===== config.mk =====
export PLATFORM = sky130hd
export DESIGN_NAME = rst_stretch
export DESIGN_NICKNAME = d
export VERILOG_FILES = /design/src/hw/rst_stretch.sv
export VERILOG_INCLUDE_DIRS = /design/src /design/src/include
export SDC_FILE = /design/constraint.sdc
export NUM_CORES = 1
export LEC_CHECK = 0
export ABC_AREA = 1
export BUFFER_PORTS_ARGS = -buffer_cell sky130_fd_sc_hd__buf_2
export CAP_MARGIN = 5
export CORE_AREA = 2 2 39 41
export DETAILED_ROUTE_END_ITERATION = 16
export DIE_AREA = 0 0 41 43
export PLACE_DENSITY = 0.37
export SLEW_MARGIN = 20
export SYNTH_ARGS = -nofsm -noshare
export SYNTH_HDL_FRONTEND = slang
export SYNTH_SLANG_ARGS = --single-unit

===== constraint.sdc =====
create_clock -name i_brd_clk -period 1.8 [get_ports i_brd_clk]
set_clock_uncertainty 0.15 [all_clocks]
set_input_delay 0 -clock i_brd_clk [delete_from_list [all_inputs] [get_ports i_brd_clk]]
set_output_delay 0 -clock i_brd_clk [all_outputs]
set_load 0.005 [all_outputs]

===== src/include/sys_cfg.svh =====
// System configuration macros for bus widths, address map and block sizing
`ifndef SYS_CFG_SVH
`define SYS_CFG_SVH

// ----------------------------------------
// Wishbone bus widths
// ----------------------------------------
`define WB_AW 32
`define WB_DW 32
// One select bit per data byte
`define WB_SW 4

// ----------------------------------------
// Address map on bits 31:24
// ----------------------------------------
`define REGION_BOOT  8'h00
`define REGION_TIMER 8'h13
`define REGION_IRQ   8'h14

// Boot RAM depth in 32-bit words (1 KB)
`define BOOT_WORDS 256

// System reset hold time in board clocks after release
`define RST_STRETCH 16

// ----------------------------------------
// Register byte offsets on bits 3:0
// ----------------------------------------
// Timer
`define TMR_LOAD   4'h0
`define TMR_VALUE  4'h4
`define TMR_CTRL   4'h8
`define TMR_CLEAR  4'hC
// Interrupt controller
`define IC_RAW     4'h0
`define IC_IRQ_EN  4'h4
`define IC_FIRQ_EN 4'h8
`define IC_STATUS  4'hC

`endif


===== src/hw/rst_stretch.sv =====
// Reset stretcher holding system reset for a fixed count after board reset release
`timescale 1ns/10ps
`include "sys_cfg.svh"

module rst_stretch (
    input  logic i_brd_clk,
    input  logic i_brd_rst,
    output logic o_sys_rst,
    output logic o_sys_rdy
);

    // Wide enough for the full stretch count
    localparam int CNT_W = $clog2(`RST_STRETCH + 1);

    logic [CNT_W-1:0] cnt_q;
    logic             rst_q;

    // Board reset restarts the count
    // Release after RST_STRETCH clocks of board reset high
    always_ff @(posedge i_brd_clk) begin
        if (!i_brd_rst) begin
            cnt_q <= '0;
            rst_q <= 1'b1;
        end else if (rst_q) begin
            if (cnt_q == CNT_W'(`RST_STRETCH - 1)) begin
                rst_q <= 1'b0;
            end else begin
                cnt_q <= cnt_q + 1'b1;
            end
        end
    end

    // Active high system reset
    assign o_sys_rst = rst_q;
    // Ready level for the core
    assign o_sys_rdy = ~rst_q;

endmodule


==> qor.txt <==
Max Cap Viol = 0
Residual DRC count = 0
Ys Warns = 0
Leading area contributor after synthesis = dfxtp_1
Hold Fails Final Rpt = 0
WHS = 315.4 ps
# Post-CTS Setup Buffers = 0
Sequential share of the synthesized area = 43.84%
Worst Hold End = cnt_q[4]
Routability Congestion = 0.6884
Vias in the first global route = 221
Setup total negative slack = 0 ps
Crit-path max cell delay = 340 ps
Period utilisation layout = 82.80%
Reg clk slew, reported paths = 50 ps
M2 GR Usage = 11.25%
Asr flop ratio synth = 0%
CTS tree = yes
Worst-margin pin slew = 189.3 ps
Met1 usage = 9.003%
Num Clock Sinks = 6
Worst skew pair latency = 240 ps
Outcome = complete, no violations
Placed Cells = 57
Adder-cell share of the synthesized area = 9.132%
Worst hold path depth = 2
Die ar. = 0.001763 mm²
Hold_sp = cnt_q[4]
Global routing's busiest layer = met2
Largest net degree at the start of global routing = 7
Slew HR = 87.36%
Worst EP required = 1790 ps
CTS buffer count = 3
Final Critical Period = 1490 ps
Mux contribution to synthesized area = 0%
Worst reg2reg startpoint = cnt_q[1]
Ordered cell list for the critical path = ha_1 -> nand2_1 -> nor2_1 -> ha_1 -> inv_1 -> nand2_2 -> nor2_1 -> o21ai_1 -> inv_1
Synth Area per Inst = 7.211 µm²
Largest family of logic cells by synthesized area = simple AND/OR/NAND/NOR gates
Tot Pwr = 284.2 µW
Gate Count Post-Synth = 38
Crit Path Max Fanout = 6
First-pass GRT wire length = 931 µm
CP Capture Type = flip-flop
Met3 track demand over resource = 7.853%
Worst reg-to-reg path cell count = 9
WP data arrival = 1480 ps
VDD IR-drop max = 0.3564 mV
Row count = 14
Bufs and invs on worst path = 2
Reg-to-reg endpoint = cnt_q[2]
Most common cell in the synthesized netlist = nand2_1
Drt wl/cell = 8.459 µm
CTS Hold Buffers Added = 1
DRT antenna net count = 0
Post-Layout Cell Count = 61
Resized cells post-CTS = 0
Startpoint Class = flip-flop
GRT overflow = 0
Compound-Gate Fraction of Synth Area = 10.96%
Final Cell Area = 341.6 µm²
Synth cell types = 11
Number of flops mapped to enable cells by yosys = 0
Worst R2R Setup Slack = 310 ps
Total track usage = 8.835%
Layout net count = 51
Final setup viols = 0
Final WS setup = 309.6 ps
Pwr dens = 832.2 mW/mm²
Tightest Hold Check Type = flip-flop to flip-flop
Post-synthesis xor/xnor area fraction = 0%
Leak Pwr = 0.1692 nW
Largest cells by area after synthesis = dfxtp_1, nand2_1, ha_1
Critical path's slowest cell = dfxtp_1
Routed WL = 516 µm
Slew Limit Fails = 0
Setup Slack @ Placement = 287.4 ps
Post-synth top cells = nand2_1, dfxtp_1, inv_1, nor2_1
Syn Nets = 42
Post-Synth Simple-Gate Area = 26.48%
Dpl cell area = 309.0 µm²
Diodes inserted = 0
Port buffer count = 3
Core Area = 0.001384 mm²
Yosys reg bits = 6
Top cell type's share of synthesized area = 43.84%
Number of top-level pins = 4
Die X = 41 µm
FMAX = 671.0 MHz
H-tree levels = 1
WS Path Type = flip-flop to flip-flop
DRT iter0 DRCs = 8
Initial antenna violation count = 0
DIE HEIGHT = 43 µm
Critical Path Stages = 9
Synth Flop Type = dfxtp_1
Via count = 242
DR pass1 iterations = 4
RSZ-0062 raised after global routing = no
Max clock buf depth = 2
Layout cells sized above 1 = 22.22%
DP HPWL = 391.7 µm
CP top delay family = adder cells
Area Overhead vs Synth = 24.66%
Initial core utilization = 19.80%
CTS Root Cell = clkbuf_4
Post-Syn Area = 274.0 µm²
Post-layout util = 24.68%
Via/cell ratio = 3.967
==> worst register-to-register path, cell delays in order, from the launching register on <==
cell	delay, ps
dfxtp_1	340
ha_1	170
nand2_1	70
nor2_1	90
ha_1	180
inv_1	60
nand2_2	110
nor2_1	50
o21ai_1	110
inv_1	50
==> final cells by class <==
cell class	instances	area, µm²
Clock buffer	3	22.52
Multi-Input combinational cell	25	127.6
Inverter	7	26.28
Timing Repair Buffer	4	25.02
Sequential cell	6	120.1
Fill cell	158	1042
Tap cell	16	20.02
==> worst max path at each step <==
| stage | start | endpoint | slack, ps |
|---|---|---|---|
| global placement | cnt_q[1] | cnt_q[2] | 310 |
| detailed placement | cnt_q[1] | cnt_q[2] | 290 |
| CTS | cnt_q[1] | cnt_q[2] | 280 |
| finish | cnt_q[1] | cnt_q[2] | 310 |
| global route | cnt_q[1] | cnt_q[2] | 130 |
| floorplan | cnt_q[1] | cnt_q[2] | 410 |
==> state kept, by name, summed over array words and instances, names as in the netlist <==
register   cells
o_sys_rst      1
cnt_q          5
==> report_power, final <==
group / internal, mW / leakage [nW] / total (mW) / switching [mW]
Clock: 0.0755 / 0.0138 / 0.125 / 0.0494
Combinational: 0.00805 / 0.106 / 0.0168 / 0.00874
Sequential: 0.139 / 0.0490 / 0.143 / 0.00366
Total: 0.222 / 0.169 / 0.284 / 0.0618
==> cells in the final DEF (no fill, tap or decap), drive strengths merged, types with 2 or more instances in the layout <==
cell    count
nand2       9
inv         7
nor2        7
dfxtp       6
a21oi       3
o21ai       3
clkbuf      3
buf         3
ha          2
==> routing by layer <==
metal	vias up	wire (µm)
met3	2	50
li1	133	-
met5	-	0
met4	0	14
met2	10	202
met1	97	249
==> cell families (layout without fill, tap and decap cells) <==
| logic type | Yosys count | in the layout |
|---|---|---|
| compound gates | 6 | 6 |
| buf+inv | 7 | 14 |
| flops | 6 | 6 |
| fa+ha+maj | 2 | 2 |
| simple gates | 17 | 17 |
(Power assumes the default switching activity.)
