$ cat config.mk
export PLATFORM = sky130hd
export DESIGN_NAME = wb_decoder
export DESIGN_NICKNAME = d
export VERILOG_FILES = /design/src/hw/sys_pkg.sv /design/src/hw/wb_decoder.sv
export VERILOG_INCLUDE_DIRS = /design/src /design/src/include
export SDC_FILE = /design/constraint.sdc
export NUM_CORES = 1
export LEC_CHECK = 0
export BUFFER_PORTS_ARGS = -buffer_cell sky130_fd_sc_hd__buf_2
export CAP_MARGIN = 0
export CORE_AREA = 4 4 163 165
export CTS_BUF_LIST = sky130_fd_sc_hd__clkbuf_8
export DETAILED_ROUTE_END_ITERATION = 6
export DIE_AREA = 0 0 167 169
export SYNTH_ARGS = -nofsm -noshare
export SYNTH_HDL_FRONTEND = slang
export SYNTH_SLANG_ARGS = --single-unit
export TNS_END_PERCENT = 10
$ cat constraint.sdc
create_clock -name i_clk -period 2.7 [get_ports i_clk]
set_input_delay 0.54 -clock i_clk [delete_from_list [all_inputs] [get_ports i_clk]]
set_output_delay 0.54 -clock i_clk [all_outputs]
set_load 0.05 [all_outputs]
$ cat src/include/sys_cfg.svh
// System configuration macros for bus widths, address map and block sizing
`ifndef SYS_CFG_SVH
`define SYS_CFG_SVH

// ----------------------------------------
// Wishbone bus widths
// ----------------------------------------
`define WB_AW 32
`define WB_DW 32
// One select bit per data byte
`define WB_SW 4

// ----------------------------------------
// Address map on bits 31:24
// ----------------------------------------
`define REGION_BOOT  8'h00
`define REGION_TIMER 8'h13
`define REGION_IRQ   8'h14

// Boot RAM depth in 32-bit words (1 KB)
`define BOOT_WORDS 256

// System reset hold time in board clocks after release
`define RST_STRETCH 16

// ----------------------------------------
// Register byte offsets on bits 3:0
// ----------------------------------------
// Timer
`define TMR_LOAD   4'h0
`define TMR_VALUE  4'h4
`define TMR_CTRL   4'h8
`define TMR_CLEAR  4'hC
// Interrupt controller
`define IC_RAW     4'h0
`define IC_IRQ_EN  4'h4
`define IC_FIRQ_EN 4'h8
`define IC_STATUS  4'hC

`endif

$ cat src/hw/sys_pkg.sv
// Shared bus structs and region encoding for the system fabric
`include "sys_cfg.svh"

package sys_pkg;

    // ----------------------------------------
    // Wishbone request, master to slave
    // ----------------------------------------
    // Total 71 bits
    typedef struct packed {
        // Byte address
        logic [`WB_AW-1:0] adr;
        // Byte lane selects
        logic [`WB_SW-1:0] sel;
        // Write enable
        logic              we;
        // Write data
        logic [`WB_DW-1:0] dat;
        // Cycle and strobe
        logic              cyc;
        logic              stb;
    } wb_req_t;

    // ----------------------------------------
    // Wishbone response, slave to master
    // ----------------------------------------
    // Total 34 bits
    typedef struct packed {
        // Read data
        logic [`WB_DW-1:0] dat;
        // Single-cycle terminations
        logic              ack;
        logic              err;
    } wb_rsp_t;

    // Decoded target of the current access
    typedef enum logic [1:0] {
        region_boot,
        region_timer,
        region_irq,
        region_none
    } region_e;

endpackage

$ cat src/hw/wb_decoder.sv
// Wishbone address decoder routing one master to the boot RAM, timer and interrupt controller
`timescale 1ns/10ps
`include "sys_cfg.svh"

module wb_decoder (
    input  logic             i_clk,
    input  logic             i_rst,
    input  sys_pkg::wb_req_t i_wb,
    output sys_pkg::wb_rsp_t o_wb,
    output sys_pkg::wb_req_t o_boot_req,
    output sys_pkg::wb_req_t o_tmr_req,
    output sys_pkg::wb_req_t o_ic_req,
    input  sys_pkg::wb_rsp_t i_boot_rsp,
    input  sys_pkg::wb_rsp_t i_tmr_rsp,
    input  sys_pkg::wb_rsp_t i_ic_rsp
);

    sys_pkg::region_e region;
    logic             err_q;

    // ----------------------------------------
    // Region decode on the top address byte
    // ----------------------------------------
    always_comb begin
        case (i_wb.adr[31:24])
            `REGION_BOOT:  region = sys_pkg::region_boot;
            `REGION_TIMER: region = sys_pkg::region_timer;
            `REGION_IRQ:   region = sys_pkg::region_irq;
            default:       region = sys_pkg::region_none;
        endcase
    end

    // Request fan-out
    // Only the selected block sees cyc and stb
    always_comb begin
        o_boot_req     = i_wb;
        o_tmr_req      = i_wb;
        o_ic_req       = i_wb;
        o_boot_req.cyc = i_wb.cyc & (region == sys_pkg::region_boot);
        o_boot_req.stb = i_wb.stb & (region == sys_pkg::region_boot);
        o_tmr_req.cyc  = i_wb.cyc & (region == sys_pkg::region_timer);
        o_tmr_req.stb  = i_wb.stb & (region == sys_pkg::region_timer);
        o_ic_req.cyc   = i_wb.cyc & (region == sys_pkg::region_irq);
        o_ic_req.stb   = i_wb.stb & (region == sys_pkg::region_irq);
    end

    // Unmapped access error
    // One-cycle pulse, a held strobe repeats it every other cycle
    always_ff @(posedge i_clk) begin
        if (i_rst) begin
            err_q <= 1'b0;
        end else begin
            err_q <= i_wb.cyc & i_wb.stb & (region == sys_pkg::region_none) & ~err_q;
        end
    end

    // ----------------------------------------
    // Response return mux
    // ----------------------------------------
    // Address is held by the master through ack
    always_comb begin
        case (region)
            sys_pkg::region_boot:  o_wb = i_boot_rsp;
            sys_pkg::region_timer: o_wb = i_tmr_rsp;
            sys_pkg::region_irq:   o_wb = i_ic_rsp;
            default: begin
                o_wb.dat = '0;
                o_wb.ack = 1'b0;
                o_wb.err = 1'b0;
            end
        endcase
        // Decoder error merged on top
        o_wb.err = o_wb.err | err_q;
    end

endmodule

==> summary.txt <==
Critical path data arrival time: 2.18 ns
Final Critical Period: 2.72 ns
Final instance area: 2690 sq um
Share of cells above drive strength 1: 73.7%
Layout Nets: 493
GPL Wtd Cong: 0.799
Final hold violation count: 0
Final setup fails: 16
Die height: 169 microns
Yosys top cell by area: buf_4
Slew Limit Headroom: 81.3%
Area grow syn2layout: 11.0%
Rows: 58
Die width: 167 microns
Initial Utilization: 9.66%
Largest net degree at the start of global routing: 36
Via count: 2003
Worst R2R Start: err_q$_SDFF_PP0_
Largest Register: err_q
FF+latch count, synth: 1
Clk slew on worst S/H paths: 0 ns
CP Data Required Time: 2.16 ns
Power Density: 101 nW/um^2
Commonest non-fill, non-tap cell in the layout: buf_2
DRT Pass-1 Iters: 4
Number of remaining DRC errors: 0
Top cells by area, synth: buf_4 65%, a221o_1 14%, nor3_1 6.8%, inv_1 5.4%, and2_1 1.6%
Final Routed Wirelength: 10400 microns
# diodes: 0
Crit. Startpoint: i_wb[68]
Largest register FFs: 1
Biggest regs: err_q: 1 flops
First-pass GRT wire length: 13300 microns
Synth Area per Inst: 7.07 sq um
Worst clock skew: 0 ns
Vias in the first global route: 2091
GRT overflow: 0
Min-delay src: err_q$_SDFF_PP0_
Core area: 25000 sq um
Drt via density: 3.10
Final Max Tran Viols: 0
P_leak: 1.30 nW
Antenna violations before repair: 2
Die ar.: 28200 sq um
Share of Yosys cell area claimed by the top area cell type: 64.6%
Worst Hold Class: reg -> reg
Most frequent cells in the layout: 137 x buf_2, 35 x inv_1, 32 x nor3_1, 28 x a221o_2, 24 x buf_6
DRT iter0 DRCs: 73
Tot Pwr: 0.272 mW
Synth Net Count: 517
Synth unique cells: 17
Number of fill cells: 2916
Final ANT Viol Nets: 0
Util after Layout: 10.7%
Post-route setup TNS: -0.109 ns
Synth warnings: 0
Peak supply drop: 0.0000752 V
# hold bufs at CTS: 0
Placed insts: 643
Worst-Margin Slew: 0.283 ns
Mapped Cells: 342
Post-route worst setup slack: -0.0195 ns
Post-DP HPWL: 8010 microns
Post-Layout Cell Count: 646
Hold WS: 0.518 ns
Seq/Total Area, Yosys: 0.828%
Io pins: 422
Crit-path slowest cell: or4b_4
Port bufs: 177
Post-Syn Area: 2420 sq um
Max Freq: 368 MHz
Failing checks: negative setup slack
Status: finished, violations left
RSZ-0062 raised after global routing: true
Worst skew pair latency: 0 ns
Critical path launch point type: primary input
WL/cell: 16.1 microns
Critical Path Max Stage Delay: 0.57 ns
Critical path endpoint category: output pin
CP Class: in -> out
CP most frequent cell: buf_6
Max Cap Viol: 0
Place WS: -0.120 ns
CP max FO: 16
Cell Chain, Critical Path: buf_6 > or4b_4 > nor4_4 > buf_6 > clkbuf_16 > a221o_2 > buf_12
Placement Cell Area: 2370 sq um
Total GRT Usage: 6.01%
Final worst-path cycle share: 101%
## where the power goes
part	switching [mW]	leakage (nW)	internal [mW]
registers	0.000274	0.00820	0.0157
clock network	0	0	0
logic	0.154	1.29	0.102
total	0.154	1.30	0.118
## critical path, delay by kind of cell
kind	cells	cell delay [ns]
and+or+nand+nor	2	0.80
buffers and inverters	4	0.62
AOI/OAI and AO/OA	1	0.19
## repair_timing
item	CTS	global route
pin swaps	1	9
gates cloned	0	2
setup endpoints to repair	40	39
buffers inserted	0	1
resized for setup	65	15
## cells by family (layout without fill, tap and decap cells)
| group | Yosys count | after routing | synth area share [%] |
|---|---|---|---|
| buffers and inverters | 256 | 230 | 73.0 |
| DFF | 1 | 1 | 0.828 |
| AOI/OAI and AO/OA | 35 | 35 | 14.4 |
| and+or+nand+nor | 50 | 50 | 11.8 |
## per-layer routing
metal / track usage [%] / share of wire, %
met5: 0 / 0.20
met1: 5.81 / 32
met2: 11.1 / 51
met3: 2.64 / 13
met4: 2.56 / 4.7
## synthesized netlist by cell type
cell and number:
buf_4 208, inv_1 35, a221o_1 34, nor3_1 33
clkbuf_1 9, and2_1 6, buf_6 3, nor2_1 3
or4_1 2, or4b_1 2, buf_2 1, dfxtp_1 1
nand2_1 1, nand3_1 1, nor4_1 1, nor4_4 1
o31ai_1 1
## worst paths after layout
path	to	slack, ns	depth (start not counted)
worst min-delay path	err_q$_SDFF_PP0_	0.52	3
worst max-delay path	o_wb[15]	-0.02	7
worst min register to register	err_q$_SDFF_PP0_	0.52	3
worst max register to register	err_q$_SDFF_PP0_	1.98	3
## area by class of cell
class | instances | area (sq um) | area share, %
inverter | 35 | 131 | 4.89
multi-input combinational | 85 | 702 | 26.1
sequential | 1 | 20.0 | 0.746
tap | 330 | 413 | 15.4
timing repair buffer | 195 | 1420 | 52.8
No activity file was read; power rests on OpenSTA's default activity.
