### src/include/sys_cfg.svh
// System configuration macros for bus widths, address map and block sizing
`ifndef SYS_CFG_SVH
`define SYS_CFG_SVH

// ----------------------------------------
// Wishbone bus widths
// ----------------------------------------
`define WB_AW 32
`define WB_DW 32
// One select bit per data byte
`define WB_SW 4

// ----------------------------------------
// Address map on bits 31:24
// ----------------------------------------
`define REGION_BOOT  8'h00
`define REGION_TIMER 8'h13
`define REGION_IRQ   8'h14

// Boot RAM depth in 32-bit words (1 KB)
`define BOOT_WORDS 256

// System reset hold time in board clocks after release
`define RST_STRETCH 16

// ----------------------------------------
// Register byte offsets on bits 3:0
// ----------------------------------------
// Timer
`define TMR_LOAD   4'h0
`define TMR_VALUE  4'h4
`define TMR_CTRL   4'h8
`define TMR_CLEAR  4'hC
// Interrupt controller
`define IC_RAW     4'h0
`define IC_IRQ_EN  4'h4
`define IC_FIRQ_EN 4'h8
`define IC_STATUS  4'hC

`endif

### src/hw/sys_pkg.sv
// Shared bus structs and region encoding for the system fabric
`include "sys_cfg.svh"

package sys_pkg;

    // ----------------------------------------
    // Wishbone request, master to slave
    // ----------------------------------------
    // Total 71 bits
    typedef struct packed {
        // Byte address
        logic [`WB_AW-1:0] adr;
        // Byte lane selects
        logic [`WB_SW-1:0] sel;
        // Write enable
        logic              we;
        // Write data
        logic [`WB_DW-1:0] dat;
        // Cycle and strobe
        logic              cyc;
        logic              stb;
    } wb_req_t;

    // ----------------------------------------
    // Wishbone response, slave to master
    // ----------------------------------------
    // Total 34 bits
    typedef struct packed {
        // Read data
        logic [`WB_DW-1:0] dat;
        // Single-cycle terminations
        logic              ack;
        logic              err;
    } wb_rsp_t;

    // Decoded target of the current access
    typedef enum logic [1:0] {
        region_boot,
        region_timer,
        region_irq,
        region_none
    } region_e;

endpackage

### src/hw/timer_block.sv
// Down-counting timer with reload, one-shot or periodic mode and a level interrupt
`timescale 1ns/10ps
`include "sys_cfg.svh"

module timer_block (
    input  logic             i_clk,
    input  logic             i_rst,
    input  sys_pkg::wb_req_t i_req,
    output sys_pkg::wb_rsp_t o_rsp,
    output logic             o_tmr_int
);

    localparam int DW = `WB_DW;

    logic [DW-1:0] load_q;
    logic [DW-1:0] value_q;
    logic [1:0]    ctrl_q;
    logic          int_q;
    logic          ack_q;
    logic [DW-1:0] rd_q;
    logic [3:0]    offset;
    logic          access;
    logic          wr;

    // Byte-lane merge of a bus write into a register
    function automatic logic [DW-1:0] merge_bytes(input logic [DW-1:0] old_val,
                                                  input logic [DW-1:0] new_val,
                                                  input logic [`WB_SW-1:0] sel);
        logic [DW-1:0] res;
        res = old_val;
        for (int b = 0; b < `WB_SW; b++) begin
            if (sel[b]) begin
                res[b*8 +: 8] = new_val[b*8 +: 8];
            end
        end
        return res;
    endfunction

    assign offset = i_req.adr[3:0];
    assign access = i_req.cyc & i_req.stb & ~ack_q;
    assign wr     = access & i_req.we;

    // ----------------------------------------
    // Counter and register writes
    // ----------------------------------------
    always_ff @(posedge i_clk) begin
        if (i_rst) begin
            load_q  <= '0;
            value_q <= '0;
            ctrl_q  <= '0;
            int_q   <= 1'b0;
            ack_q   <= 1'b0;
        end else begin
            ack_q <= access;
            // Count down while enabled
            if (ctrl_q[0]) begin
                if (value_q == '0) begin
                    int_q <= 1'b1;
                    // Periodic reload, else one-shot stop
                    if (ctrl_q[1]) begin
                        value_q <= load_q;
                    end else begin
                        ctrl_q[0] <= 1'b0;
                    end
                end else begin
                    value_q <= value_q - 1'b1;
                end
            end
            // Bus writes override the counter
            if (wr) begin
                case (offset)
                    `TMR_LOAD: begin
                        load_q  <= merge_bytes(load_q, i_req.dat, i_req.sel);
                        value_q <= merge_bytes(load_q, i_req.dat, i_req.sel);
                    end
                    `TMR_CTRL: if (i_req.sel[0]) ctrl_q <= i_req.dat[1:0];
                    `TMR_CLEAR: int_q <= 1'b0;
                    default: ;
                endcase
            end
        end
    end

    // Read data registered with ack
    always_ff @(posedge i_clk) begin
        if (access) begin
            case (offset)
                `TMR_LOAD:  rd_q <= load_q;
                `TMR_VALUE: rd_q <= value_q;
                `TMR_CTRL:  rd_q <= DW'(ctrl_q);
                default:    rd_q <= '0;
            endcase
        end
    end

    assign o_rsp.dat = rd_q;
    assign o_rsp.ack = ack_q;
    assign o_rsp.err = 1'b0;
    assign o_tmr_int = int_q;

endmodule

### config.mk
export PLATFORM = sky130hd
export DESIGN_NAME = timer_block
export DESIGN_NICKNAME = d
export VERILOG_FILES = /design/src/hw/sys_pkg.sv /design/src/hw/timer_block.sv
export VERILOG_INCLUDE_DIRS = /design/src /design/src/include
export SDC_FILE = /design/constraint.sdc
export NUM_CORES = 1
export LEC_CHECK = 0
export BUFFER_PORTS_ARGS = -buffer_cell sky130_fd_sc_hd__buf_2
export CAP_MARGIN = 5
export CORE_ASPECT_RATIO = 0.7
export CORE_MARGIN = 2
export CORE_UTILIZATION = 25
export DETAILED_ROUTE_END_ITERATION = 8
export PLACE_DENSITY = 0.41
export SLEW_MARGIN = 20
export SYNTH_ARGS = -nofsm -noshare
export SYNTH_HDL_FRONTEND = slang
export SYNTH_SLANG_ARGS = --single-unit
### constraint.sdc
create_clock -name i_clk -period 2.3 [get_ports i_clk]
set_input_delay 0.575 -clock i_clk [delete_from_list [all_inputs] [get_ports i_clk]]
set_output_delay 0.575 -clock i_clk [all_outputs]
set_load 0.03 [all_outputs]
==> impl_metrics.csv <==
group,metric,value,unit
run_status,outcome,"completed",
worst_setup_path,path_max_fanout,3,
route,drc,0,
sta,hold_violations,0,
clocking,root_buffer,"clkbuf_16",
route,vias_per_cell,5.21,
placed_design,pre_cts_slack,-0.199,ns
sta,period_minus_slack,2.24,ns
clocking,numCtsBuffers,9,
yosys,postSynthNetCount,708,
placed_design,io_buffers,78,
yosys,synthArstFlopShare,0,
floorplan,initial_utilization,0.255,
floorplan,die_area,0.0234,sq mm
sta,rsz0062_at_grt,"no",
worst_setup_path,startpoint_type,"flip-flop",
global_route,grt_usage,0.166,
worst_setup_path,required,2.58,ns
floorplan,coreArea,0.0217,sq mm
sta,worst_slack,0.0621,ns
global_route,grt_pass1_vias,5285,
global_route,grt_pass1_wl,29.9,mm
global_route,antenna_found_initial,0,
worst_setup_path,reg2reg_to,"value_q[27]$_SDFF_PP0_",
worst_setup_path,reg2reg_slack,0.06,ns
yosys,synth_area_per_cell,8.76,sq um
clocking,htree_levels,3,
sta,setup_viol,0,
worst_setup_path,critPathCapture,"value_q[27]$_SDFF_PP0_",
placed_design,dp.cells,1016,
route,drt_wl_total,19.2,mm
global_route,grt_start_max_net_pins,62,
global_route,grt_overflow_total,0,
floorplan,die_h,129,um
clocking,cts.sinks,100,
yosys,synth_edf_count,32,
clocking,cts_hold_buf,0,
final_layout,num_antenna_cells,0,
final_layout,nets,821,
pwr,finalPower,4.32,mW
yosys,synthCells,633,
sta,worst_hold_slack,0.477,ns
yosys,ys_seq_elements,100,
floorplan,ioPinCount,108,
worst_setup_path,crit_type,"flip-flop to flip-flop",
placed_design,place_hpwl,13.4,mm
pwr,peakVddDrop,343,uV
sta,fin_skew,0.00791,ns
worst_hold_path,hold_depth,3,
worst_setup_path,reg2reg_from,"value_q[1]$_SDFF_PP0_",
worst_setup_path,cp-end-kind,"flip-flop",
yosys,synth_ff_type,"dfxtp_1",
sta,finalCritPeriodShare,0.973,
worst_setup_path,crit_arrival,2.52,ns
yosys,netlist_area,0.00554,sq mm
final_layout,finalNonFillerCells,1033,
sta,drv_slew,0,
sta,fmax,447,MHz
route,vias,5384,
yosys,yosys_warnings,0,
pwr,p_leak,2.76,nW
clocking,clkLatencyLatePin,0.36,ns
job,cap_viol_max_count,0,
route,dr.pass1.iters,5,
clocking,clk_pin_slew,0.07,ns
clocking,clock_path_buffers,2,
worst_setup_path,cp-startpoint,"value_q[1]$_SDFF_PP0_",
route,drtAntennaViolNets,0,
route,wl_per_cell,18.5,um
pwr,cellPowerDensity,607,mW/mm^2
yosys,synth_cell_type_count,70,
worst_hold_path,hold_path.class,"input port to flip-flop",
floorplan,rows,45,
floorplan,die-width,182,um
route,first_iter_violations,420,
placed_design,gp_congestion,0.840,
final_layout,finish.utilization,0.328,
yosys,ys_seq_area_frac,0.419,
final_layout,area_growth,28.6,%
final_layout,drive_above_1_share,0.284,
clocking,cts_tree,"done",
worst_setup_path,ff2ff_path_depth,7,
==> placed cells by master (no fill, tap or decap), types with 6 or more instances in the layout <==
cell type   n
nor2_1     35
edfxtp_1   32
nand2_1    70
a21oi_1    53
nor4_2      6
clkbuf_16   9
o21ai_0    25
o311ai_0    7
nor4_1      7
o22ai_1     9
nand3_1    44
inv_1       6
a211oi_1   14
a31oi_1     8
buf_4      75
nor3_1     20
mux2i_1    35
a22o_1     29
nand4_1     8
dfxtp_1    68
buf_2      78
==> where the power goes <==
group / switching, mW / internal [mW] / leakage [nW]
clock: 0.703 / 0.951 / 0.147
sequential: 0.0168 / 1.84 / 0.855
combinational: 0.477 / 0.333 / 1.75
total: 1.20 / 3.13 / 2.76
==> metrics by stage <==
step | setup TNS [ns] | instance area, sq um
after floorplan | 0 | 5550
after global placement | -1.60 | 6710
after detailed placement | -3.22 | 6710
after CTS | 0 | 7030
after global routing | 0 | 7130
final | 0 | 7130
==> cell type report <==
type / count / area, sq um
inverter: 7 / 26.3
tap: 282 / 353
fill: 2327 / 14600
timing repair buffer: 159 / 1060
clock inverter: 5 / 76.3
clock buffer: 11 / 233
multi-input combinational: 469 / 3050
sequential: 100 / 2320
==> Yosys cell counts (all sizes together), types with 6 or more instances <==
cell type	number	area share
edfxtp	32	0.17
nor2	38	0.027
or3	6	0.0077
a31oi	8	0.0090
a211oi	14	0.019
nor4	14	0.020
nor3	25	0.026
inv	6	0.0041
o21ai	26	0.023
nand4	9	0.013
o31ai	6	0.0081
o22ai	9	0.010
nand3	44	0.040
dfxtp	68	0.25
nor2b	7	0.0079
clkbuf	49	0.035
o311ai	7	0.011
nand2	72	0.049
a21oi	53	0.048
buf	8	0.012
mux2i	35	0.063
a22o	30	0.048
==> worst min-delay path by stage <==
stage,slack [ns],startpoint,to
6_report,0.48,i_req[17],load_q[15]$_SDFFE_PP0P_
3_3_place_gp,0.46,load_q[4]$_SDFFE_PP0P_,load_q[4]$_SDFFE_PP0P_
4_1_cts,0.47,i_req[17],load_q[15]$_SDFFE_PP0P_
3_5_place_dp,0.47,load_q[13]$_SDFFE_PP0P_,load_q[13]$_SDFFE_PP0P_
5_1_grt,0.48,i_req[25],load_q[23]$_SDFFE_PP0P_
2_1_floorplan,0.45,load_q[4]$_SDFFE_PP0P_,load_q[4]$_SDFFE_PP0P_
==> cells by family after synthesis <==
logic type	share of synthesized area
AO/OA/AOI/OAI	0.223
XOR/XNOR	0.00632
adder cells (fa/ha/maj)	0.00451
buffers and inverters	0.0517
flip-flops	0.419
multiplexers	0.0713
other	0.000677
AND/OR/NAND/NOR	0.224
==> worst max-delay path, cell delays in order, from the launching register on <==
cell and delay [ns]:
dfxtp_1 0.34, buf_4 0.15, nor3_4 0.24, nand4_4 0.13
or3_4 0.43, or4_4 0.43, or3_1 0.32, a31oi_1 0.12
==> per-layer routing <==
metal | GRT usage | vias up | wire [um]
met5 | 0 | - | 0
met1 | 0.248 | 2573 | 9980
met2 | 0.241 | 172 | 7810
met3 | 0.0342 | 18 | 1120
li1 | - | 2621 | -
met4 | 0.0432 | 0 | 234
==> repair_timing <==
action	CTS	global route
pin swaps	0	4
setup endpoints to repair	21	20
buffers inserted	0	1
cloned	0	0
resized for setup	4	21
==> sequential cells by signal, indices dropped and copies added (netlist names) <==
| name | count |
|---|---|
| load_q | 32 |
| rd_q | 32 |
| value_q | 32 |
| ctrl_q | 2 |
| ack_q | 1 |
| o_tmr_int | 1 |
No activity file was read; power rests on OpenSTA's default activity.
