==> src/include/sys_cfg.svh <==
// System configuration macros for bus widths, address map and block sizing
`ifndef SYS_CFG_SVH
`define SYS_CFG_SVH

// ----------------------------------------
// Wishbone bus widths
// ----------------------------------------
`define WB_AW 32
`define WB_DW 32
// One select bit per data byte
`define WB_SW 4

// ----------------------------------------
// Address map on bits 31:24
// ----------------------------------------
`define REGION_BOOT  8'h00
`define REGION_TIMER 8'h13
`define REGION_IRQ   8'h14

// Boot RAM depth in 32-bit words (1 KB)
`define BOOT_WORDS 256

// System reset hold time in board clocks after release
`define RST_STRETCH 16

// ----------------------------------------
// Register byte offsets on bits 3:0
// ----------------------------------------
// Timer
`define TMR_LOAD   4'h0
`define TMR_VALUE  4'h4
`define TMR_CTRL   4'h8
`define TMR_CLEAR  4'hC
// Interrupt controller
`define IC_RAW     4'h0
`define IC_IRQ_EN  4'h4
`define IC_FIRQ_EN 4'h8
`define IC_STATUS  4'hC

`endif

==> src/hw/sys_pkg.sv <==
// Shared bus structs and region encoding for the system fabric
`include "sys_cfg.svh"

package sys_pkg;

    // ----------------------------------------
    // Wishbone request, master to slave
    // ----------------------------------------
    // Total 71 bits
    typedef struct packed {
        // Byte address
        logic [`WB_AW-1:0] adr;
        // Byte lane selects
        logic [`WB_SW-1:0] sel;
        // Write enable
        logic              we;
        // Write data
        logic [`WB_DW-1:0] dat;
        // Cycle and strobe
        logic              cyc;
        logic              stb;
    } wb_req_t;

    // ----------------------------------------
    // Wishbone response, slave to master
    // ----------------------------------------
    // Total 34 bits
    typedef struct packed {
        // Read data
        logic [`WB_DW-1:0] dat;
        // Single-cycle terminations
        logic              ack;
        logic              err;
    } wb_rsp_t;

    // Decoded target of the current access
    typedef enum logic [1:0] {
        region_boot,
        region_timer,
        region_irq,
        region_none
    } region_e;

endpackage

==> src/hw/irq_ctrl.sv <==
// Interrupt controller with separate IRQ and FIRQ enable masks over timer and external sources
`timescale 1ns/10ps
`include "sys_cfg.svh"

module irq_ctrl (
    input  logic             i_clk,
    input  logic             i_rst,
    input  sys_pkg::wb_req_t i_req,
    output sys_pkg::wb_rsp_t o_rsp,
    input  logic             i_tmr_int,
    input  logic             i_ext_irq,
    output logic             o_irq,
    output logic             o_firq
);

    localparam int DW = `WB_DW;

    logic [1:0]    raw;
    logic [1:0]    irq_en_q;
    logic [1:0]    firq_en_q;
    logic          ack_q;
    logic [DW-1:0] rd_q;
    logic [3:0]    offset;
    logic          access;

    // Bit 0 timer, bit 1 external line
    assign raw    = {i_ext_irq, i_tmr_int};
    assign offset = i_req.adr[3:0];
    assign access = i_req.cyc & i_req.stb & ~ack_q;

    // ----------------------------------------
    // Enable masks and ack
    // ----------------------------------------
    always_ff @(posedge i_clk) begin
        if (i_rst) begin
            irq_en_q  <= '0;
            firq_en_q <= '0;
            ack_q     <= 1'b0;
        end else begin
            ack_q <= access;
            // Masks live in byte lane 0
            if (access && i_req.we && i_req.sel[0]) begin
                case (offset)
                    `IC_IRQ_EN:  irq_en_q  <= i_req.dat[1:0];
                    `IC_FIRQ_EN: firq_en_q <= i_req.dat[1:0];
                    default: ;
                endcase
            end
        end
    end

    // Read data registered with ack
    always_ff @(posedge i_clk) begin
        if (access) begin
            case (offset)
                `IC_RAW:     rd_q <= DW'(raw);
                `IC_IRQ_EN:  rd_q <= DW'(irq_en_q);
                `IC_FIRQ_EN: rd_q <= DW'(firq_en_q);
                `IC_STATUS:  rd_q <= DW'(raw & irq_en_q);
                default:     rd_q <= '0;
            endcase
        end
    end

    assign o_rsp.dat = rd_q;
    assign o_rsp.ack = ack_q;
    assign o_rsp.err = 1'b0;

    // Combinational request lines to the core
    assign o_irq  = |(raw & irq_en_q);
    assign o_firq = |(raw & firq_en_q);

endmodule

==> config.mk <==
export PLATFORM = sky130hd
export DESIGN_NAME = irq_ctrl
export DESIGN_NICKNAME = d
export VERILOG_FILES = /design/src/hw/sys_pkg.sv /design/src/hw/irq_ctrl.sv
export VERILOG_INCLUDE_DIRS = /design/src /design/src/include
export SDC_FILE = /design/constraint.sdc
export NUM_CORES = 1
export LEC_CHECK = 0
export ABC_AREA = 1
export BUFFER_PORTS_ARGS = -buffer_cell sky130_fd_sc_hd__buf_4
export CAP_MARGIN = 20
export CORE_MARGIN = 4
export CORE_UTILIZATION = 30
export DETAILED_ROUTE_END_ITERATION = 10
export PLACE_DENSITY = 0.82
export RECOVER_POWER = 50
export SLEW_MARGIN = 10
export SYNTH_ARGS = -nofsm -noshare
export SYNTH_HDL_FRONTEND = slang
export SYNTH_SLANG_ARGS = --single-unit
==> constraint.sdc <==
create_clock -name i_clk -period 2.65 [get_ports i_clk]
set_input_delay 0.53 -clock i_clk [delete_from_list [all_inputs] [get_ports i_clk]]
set_output_delay 0.53 -clock i_clk [all_outputs]
set_load 0.1 [all_outputs]
==> results of run 1 <==
cell families after synthesis:
group           Yosys count
simple gates             49
buf+inv                  43
flops                     7
compound gates            1
other cells               1
layout make-up:
cell class	instances	area share
flip-flops and latches	7	0.212
well taps	28	0.0463
inverters	11	0.0545
multi-input cells	81	0.474
repair buffers	18	0.179
clock buffers	4	0.0347
placed cells by master, fill, tap and decap left out, drive strengths merged:
cell and instances:
a22o 1, buf 17, clkbuf 5, clkinv 1, conb 31, dfxtp 5
edfxtp 2, inv 10, nand2 19, nand3 10, nand4 2, nor2 16
or2 2
registers in the layout (all words and copies together), names as in the netlist:
| name | cells |
|---|---|
| rd_q | 2 |
| firq_en_q | 2 |
| ack_q | 1 |
| irq_en_q | 2 |
through the flow:
stage / setup WS, ns / utilization / cell area [um2] / hold slack [ns] / instances
floorplan: 0.841 / - / 811 / 0.477 / 131
global placement: 1.03 / 0.335 / 741 / 0.493 / 145
detailed placement: 1.03 / 0.335 / 741 / 0.503 / 145
CTS: 1.03 / 0.347 / 767 / 0.422 / 149
global route: 1.02 / 0.342 / 757 / 0.426 / 149
finish: 1.03 / 0.342 / 757 / 0.438 / 149
worst max-delay path by stage:
stage,end,start,slack (ns)
after CTS,o_firq,i_ext_irq,1.03
after floorplan,o_firq,i_ext_irq,0.84
after detailed placement,o_firq,i_ext_irq,1.03
after global placement,o_firq,i_ext_irq,1.03
final,o_firq,i_ext_irq,1.03
after global routing,o_firq,i_ext_irq,1.02
layer usage:
layer  vias up  part of all wire
met5         -                 0
met4         0             0.021
met3         2              0.16
met2        36              0.49
met1       243              0.33
li1        286                 -
power groups by stage:
stage               Combinational, mW  Clock (mW)  Sequential (mW)
floorplan                       0.249           0            0.121
global placement                0.241           0            0.115
detailed placement              0.242           0            0.115
CTS                             0.242       0.103            0.113
global route                    0.248       0.107            0.113
finish                          0.242      0.0952            0.113
==> impl_metrics.ini, run 1 <==
[setup_path]
slowest_stage = buf_4
cp_num_buf_inv = 2
cp_cell_sequence = buf_4, a22o_1, buf_4
path_class = input pin to primary output
cp_max_fo = 3
cp-start-kind = input pin
rr_startpoint = ack_q
critPathArrivalTime_ns = 1.09
path_depth = 3
crit_family = buffers and inverters
slowest_delay_ns = 0.23
end_kind = primary output
required_ns = 2.12
path_common_cell = buf_4
reg2reg_depth = 5
r2r_end = firq_en_q[0]
rrSetupSlack_ns = 1.66

[routing]
via_per_inst = 3.81
num_vias = 567
routed_wl_mm = 1.16
firstDrtPassIters = 4
drt_iter0_drc = 13
drc = 0
ant_nets = 0
wl_per_cell_um = 7.81

[flow_run]
max-cap-violations = 0

[hold_path]
worstHoldStart = i_rst
hold_class = input pin to flop
min_path_cells = 2
holdPathEnd = ack_q

[synthesis]
synthAdderAreaFrac = 0
syn_area_um2 = 698
synth_cell_types = 18
synth_area_leaders = buf_4 34%, dfxtp_1 14%, edfxtp_1 8.6%
netlist.area_leader.share = 0.344
async_flop_share = 0
ys_ff_latch = 7
synth-main-ff-cell = dfxtp_1
yosys.area_share.simple = 0.349
synth_cells = 101
synth_mux_area_frac = 0
synth.most_common_cell = buf_4
synth_top_family_by_area = buffers and inverters
yosys_warnings = 0
yosysSeqAreaShare = 0.229
synth_edf_count = 2
synth_xor_area_frac = 0
synth.largest_area_cell = buf_4
synth.avg_cell_area_um2 = 6.91
synthTopCellsByCount = 32 x buf_4, 16 x nand2_1, 10 x nor2_1
synth_compound_gate_area_share = 0.0125

[cts]
clock_latency_ns = 0.25
clk_root_buffer_cell = clkbuf_4
clkTransAtPathRegs_ns = 0.05
tritoncts_num_sinks = 7
cts_buffer_depth = 2
ctsHtreeMaxLevel = 1
postCtsHoldBufs = 0
post_cts_buffers = 0
numCtsBuffers = 3
cts_tree = done
post_cts_resized = 0

[timing]
setup_viol = 0
maxSlewViolCount = 0
fin_crit_sh = 0.613
fin_setup_tns_ns = 0
worst_clock_skew_ns = 0.000952
min_period_ns = 1.62
rsz0062_at_grt = false
hold_viol = 0
fmax_mhz = 616

[pwr]
netSwitchingFraction = 0.579
ir_worst_vdd_v = 0.000202
power_frac_clock = 0.212
sequentialPowerShare = 0.251
power_uw = 449
power.share.combinational = 0.537
p_leak_nw = 0.415
power_density_nw_per_um2 = 594
p_switching_uw = 260
p_int_uw = 189

[floorplan]
pin_count = 111
start_util = 0.316
die_h_um = 56.2
die-area_um2 = 3160
core_area_um2 = 2210
std_cell_rows = 17
fp.dieW_um = 56.2

[grt]
use_met3 = 0.0348
antenna_found_initial = 0
use_met1 = 0.0565
grt_max_degree = 6
grt_pass1_wl_mm = 1.73
grt.overflow.total = 0
use_met2 = 0.127
grt.total_usage = 0.0726
grt_pass1_vias = 466
grt.busiest_layer = met2

[placement]
dp_hpwl_mm = 1.04
place.gp.congestion = 0.750
io_buffer_count = 18

[cells_and_area]
drive_gt1_frac = 0.248
nNetsFinal = 197
regArea_um2 = 160
fillCellCount = 257
syn2layout_area_growth_pct = 8.42
antenna_cells = 0
multiInputGateArea_um2 = 359

[outcome]
run_status = finished, final reports clean
Note: power is estimated with default switching activity, not from simulation.
==> inputs of run 2 (changes only) <==
--- a/config.mk
+++ b/config.mk
@@ -10,9 +10,9 @@
 export BUFFER_PORTS_ARGS = -buffer_cell sky130_fd_sc_hd__buf_4
 export CAP_MARGIN = 20
 export CORE_MARGIN = 4
-export CORE_UTILIZATION = 30
+export CORE_UTILIZATION = 28
 export DETAILED_ROUTE_END_ITERATION = 10
-export PLACE_DENSITY = 0.82
+export PLACE_DENSITY = 0.78
 export RECOVER_POWER = 50
 export SLEW_MARGIN = 10
 export SYNTH_ARGS = -nofsm -noshare
==> constraint.sdc (replaced) <==
create_clock -name i_clk -period 1.7 [get_ports i_clk]
set_input_delay 0.34 -clock i_clk [delete_from_list [all_inputs] [get_ports i_clk]]
set_output_delay 0.34 -clock i_clk [all_outputs]
set_load 0.1 [all_outputs]
==> impl_metrics.ini, run 2 (same netlist as run 1, synthesis figures left out) <==
[placement]
dp_hpwl_mm = 1.05
place.gp.congestion = 0.709
io_buffer_count = 18
dpl_worst_slack_ns = 0.450

[grt]
grt_max_degree = 6
grt_pass1_vias = 426
grt.overflow.total = 0
antenna_found_initial = 0
grt.total_usage = 0.0672
grt_pass1_wl_mm = 1.69

[cts]
post_cts_resized = 0
tritoncts_num_sinks = 7
cts_tree = done
numCtsBuffers = 3
clkTransAtPathRegs_ns = 0.05
cts_buffer_depth = 2
postCtsHoldBufs = 0
clk_root_buffer_cell = clkbuf_4
ctsHtreeMaxLevel = 1
clock_latency_ns = 0.25
post_cts_buffers = 0

[setup_path]
path_class = flop to primary output
required_ns = 1.36
critPathArrivalTime_ns = 1.03
cp_max_fo = 3
cp-start-kind = flop
end_kind = primary output

[pwr]
power.share.combinational = 0.538
p_int_uw = 296
netSwitchingFraction = 0.579
p_leak_nw = 0.415
power_density_nw_per_um2 = 921
p_switching_uw = 406
sequentialPowerShare = 0.250
ir_worst_vdd_v = 0.000448
power_frac_clock = 0.211

[floorplan]
die-area_um2 = 3360
core_area_um2 = 2300
die_h_um = 57.9
pin_count = 111
fp.dieW_um = 57.9
start_util = 0.304
std_cell_rows = 17

[timing]
hold_viol = 0
fin_setup_tns_ns = 0
rsz0062_at_grt = false
setup_slack_ns = 0.327
min_period_ns = 1.37
setup_viol = 0
fmax_mhz = 728
fin_crit_sh = 0.808
worst_clock_skew_ns = 0.00147
maxSlewViolCount = 0

[routing]
drt_iter0_drc = 8
via_per_inst = 3.79
drc = 0
ant_nets = 0
firstDrtPassIters = 4
num_vias = 564
wl_per_cell_um = 7.86
routed_wl_mm = 1.17

[hold_path]
hold_class = input pin to flop

[cells_and_area]
reg_top3 = firq_en_q: 2 flops, irq_en_q: 2 flops, rd_q: 2 flops
mostFrequentLayoutCells = 31 x conb_1, 18 x buf_4, 16 x nand2_1
fillCellCount = 258
drive_gt1_frac = 0.264
antenna_cells = 0
final_common_cell = conb_1
nNetsFinal = 197
syn2layout_area_growth_pct = 9.14

[flow_run]
max-cap-violations = 0

[outcome]
run_status = finished, final reports clean
==> run 2: per-stage QoR <==
step	instances	instance area, um2	power, mW	hold WS (ns)	util
finish	149	762	0.702	0.249	0.332
floorplan	131	811	0.576	0.412	-
detailed placement	145	741	0.556	0.507	0.322
global route	149	762	0.731	0.246	0.332
CTS	149	767	0.707	0.241	0.334
global placement	145	741	0.555	0.493	0.322
==> run 2: routing by layer <==
metal  share of wire  routed length (um)  track usage
met3            0.17                 199       0.0267
met2            0.45                 528        0.103
met1            0.37                 430       0.0745
met4           0.010                  12       0.0497
met5               0                   0            0
==> run 2: worst paths after layout <==
kind / slack, ns / from / end / cells after the start
hold reg to reg: 0.51 / irq_en_q[1] / irq_en_q[1] / 2
hold / removal: 0.25 / i_rst / ack_q / 2
setup / recovery: 0.33 / firq_en_q[1] / o_firq / 2
setup reg to reg: 0.70 / ack_q / irq_en_q[1] / 5
==> run 2: worst max-delay path, cell delays in order (launching register included) <==
cell     delay [ns]
dfxtp_1        0.35
a22o_1         0.15
buf_4          0.28
==> run 2: power groups by stage <==
| stage | registers, mW | logic (mW) | clock network, mW |
|---|---|---|---|
| global placement | 0.179 | 0.376 | 0 |
| detailed placement | 0.179 | 0.377 | 0 |
| global route | 0.176 | 0.388 | 0.167 |
| finish | 0.176 | 0.378 | 0.148 |
| CTS | 0.176 | 0.377 | 0.154 |
| floorplan | 0.188 | 0.388 | 0 |
==> run 2: area by class of cell <==
cell class	count	area, um2	share of cell area
clock buffers	4	26.3	0.0345
repair buffers	18	135	0.177
well taps	28	35.0	0.0460
multi-input cells	81	364	0.478
flip-flops and latches	7	160	0.210
inverters	11	41.3	0.0542
==> inputs of run 3 (changes only) <==
--- a/config.mk
+++ b/config.mk
@@ -10,9 +10,9 @@
 export BUFFER_PORTS_ARGS = -buffer_cell sky130_fd_sc_hd__buf_4
 export CAP_MARGIN = 20
 export CORE_MARGIN = 4
-export CORE_UTILIZATION = 28
+export CORE_UTILIZATION = 25
 export DETAILED_ROUTE_END_ITERATION = 10
-export PLACE_DENSITY = 0.78
+export PLACE_DENSITY = 0.73
 export RECOVER_POWER = 50
 export SLEW_MARGIN = 10
 export SYNTH_ARGS = -nofsm -noshare
==> constraint.sdc (replaced) <==
create_clock -name i_clk -period 1.2 [get_ports i_clk]
set_input_delay 0.24 -clock i_clk [delete_from_list [all_inputs] [get_ports i_clk]]
set_output_delay 0.24 -clock i_clk [all_outputs]
set_load 0.1 [all_outputs]
==> impl_metrics.ini, run 3 (same netlist as run 1, synthesis figures left out) <==
[outcome]
run_status = complete, but fails checks
violations = setup timing

[cts]
clock_latency_ns = 0.25
clkTransAtPathRegs_ns = 0.05
cts_buffer_depth = 2
clk_root_buffer_cell = clkbuf_4
cts_tree = done
numCtsBuffers = 3
ctsHtreeMaxLevel = 1
tritoncts_num_sinks = 7

[routing]
via_per_inst = 3.71
firstDrtPassIters = 4
wl_per_cell_um = 8.29
drt_iter0_drc = 14
routed_wl_mm = 1.27
drc = 0
num_vias = 568
ant_nets = 0

[cells_and_area]
final_cell_area_um2 = 827
reg_top3 = firq_en_q: 2 flops, irq_en_q: 2 flops, rd_q: 2 flops
mostFrequentLayoutCells = 31 x conb_1, 17 x buf_4, 13 x nand2_1
nNetsFinal = 199
antenna_cells = 0
fin_cells = 153
final_common_cell = conb_1
syn2layout_area_growth_pct = 18.5
drive_gt1_frac = 0.325

[floorplan]
die-area_um2 = 3700
die_h_um = 60.8
pin_count = 111
core_area_um2 = 2570
start_util = 0.272
fp.dieW_um = 60.8
std_cell_rows = 18

[timing]
fin_crit_sh = 1.01
setup_slack_ns = -0.0150
fmax_mhz = 823
fin_setup_tns_ns = -0.0150
maxSlewViolCount = 0
setup_viol = 1
worst_clock_skew_ns = 0.00379
whs_ns = 0.152
min_period_ns = 1.21
hold_viol = 0
rsz0062_at_grt = true

[grt]
grt.total_usage = 0.0720
grt_pass1_wl_mm = 1.84
antenna_found_initial = 0
grt.overflow.total = 0
grt_max_degree = 6
grt_pass1_vias = 470

[pwr]
p_leak_nw = 0.440
ir_worst_vdd_v = 0.000606
power_density_nw_per_um2 = 1210

[setup_path]
cp_max_fo = 2
reg2reg_depth = 5
rr_startpoint = ack_q
path_class = flop to primary output
rrSetupSlack_ns = 0.16
required_ns = 0.96
end_kind = primary output
cp-start-kind = flop
critPathArrivalTime_ns = 0.97
r2r_end = firq_en_q[0]
critPathLaunch = firq_en_q[1]

[placement]
place.gp.congestion = 0.804
io_buffer_count = 18
dpl_cell_area_um2 = 747
dpl_worst_slack_ns = 0.126
dp_hpwl_mm = 1.07
dp_cells = 147

[hold_path]
worstHoldStart = i_rst
holdPathEnd = ack_q
min_path_cells = 2
hold_class = input pin to flop

[flow_run]
max-cap-violations = 0
## run 3: cell count changes in the layout (fill, tap and decap cells not counted), sizes merged
cell and change:
buf +2
## run 3: how the worst max path moves through the flow
stage / endpoint / slack [ns] / depth (start not counted)
3_3_place_gp: o_firq / 0.13 / 3
6_report: o_firq / -0.01 / 2
2_1_floorplan: o_rsp[2] / 0.06 / 0
5_1_grt: o_firq / -0.07 / 2
3_5_place_dp: o_firq / 0.13 / 3
4_1_cts: o_firq / -0.04 / 2
## run 3: critical path: stages, from the launching register on
cell and delay (ns):
dfxtp_2 0.32, a22o_4 0.24, buf_12 0.16
## run 3: power by group
group	leakage, nW	switching, mW	internal, mW
Combinational	0.363	0.492	0.0471
Sequential	0.0619	0.00201	0.247
Clock	0.0150	0.0822	0.127
## run 3: metal layers
layer,track usage,up-vias,wire length (um)
met3,0.0255,2,229
met5,0,-,0
met1,0.0735,237,462
met2,0.110,37,540
li1,-,292,-
met4,0.0743,0,36
## run 3: what timing repair did
action / CTS / global route
setup endpoints to repair: 2 / 3
setup buffers: 1 / 1
resized for setup: 8 / 5
hold buffers: 0 / 0
pin swaps: 1 / 2
gates cloned: 0 / 0
endpoints found under the hold margin: 0 / 0
## run 3: metrics by stage
step / utilization / power (mW)
CTS: 0.317 / 1.00
detailed placement: 0.291 / 0.788
global placement: 0.291 / 0.788
finish: 0.322 / 0.997
floorplan: - / 0.817
global route: 0.322 / 1.06
## run 3: cell type report
cell class | instances | area (um2)
Timing Repair Buffer | 20 | 179
Clock buffer | 4 | 26.3
Tap cell | 30 | 37.5
Multi-Input combinational cell | 81 | 380
Inverter | 11 | 41.3
Fill cell | 287 | 1740
Sequential cell | 7 | 163
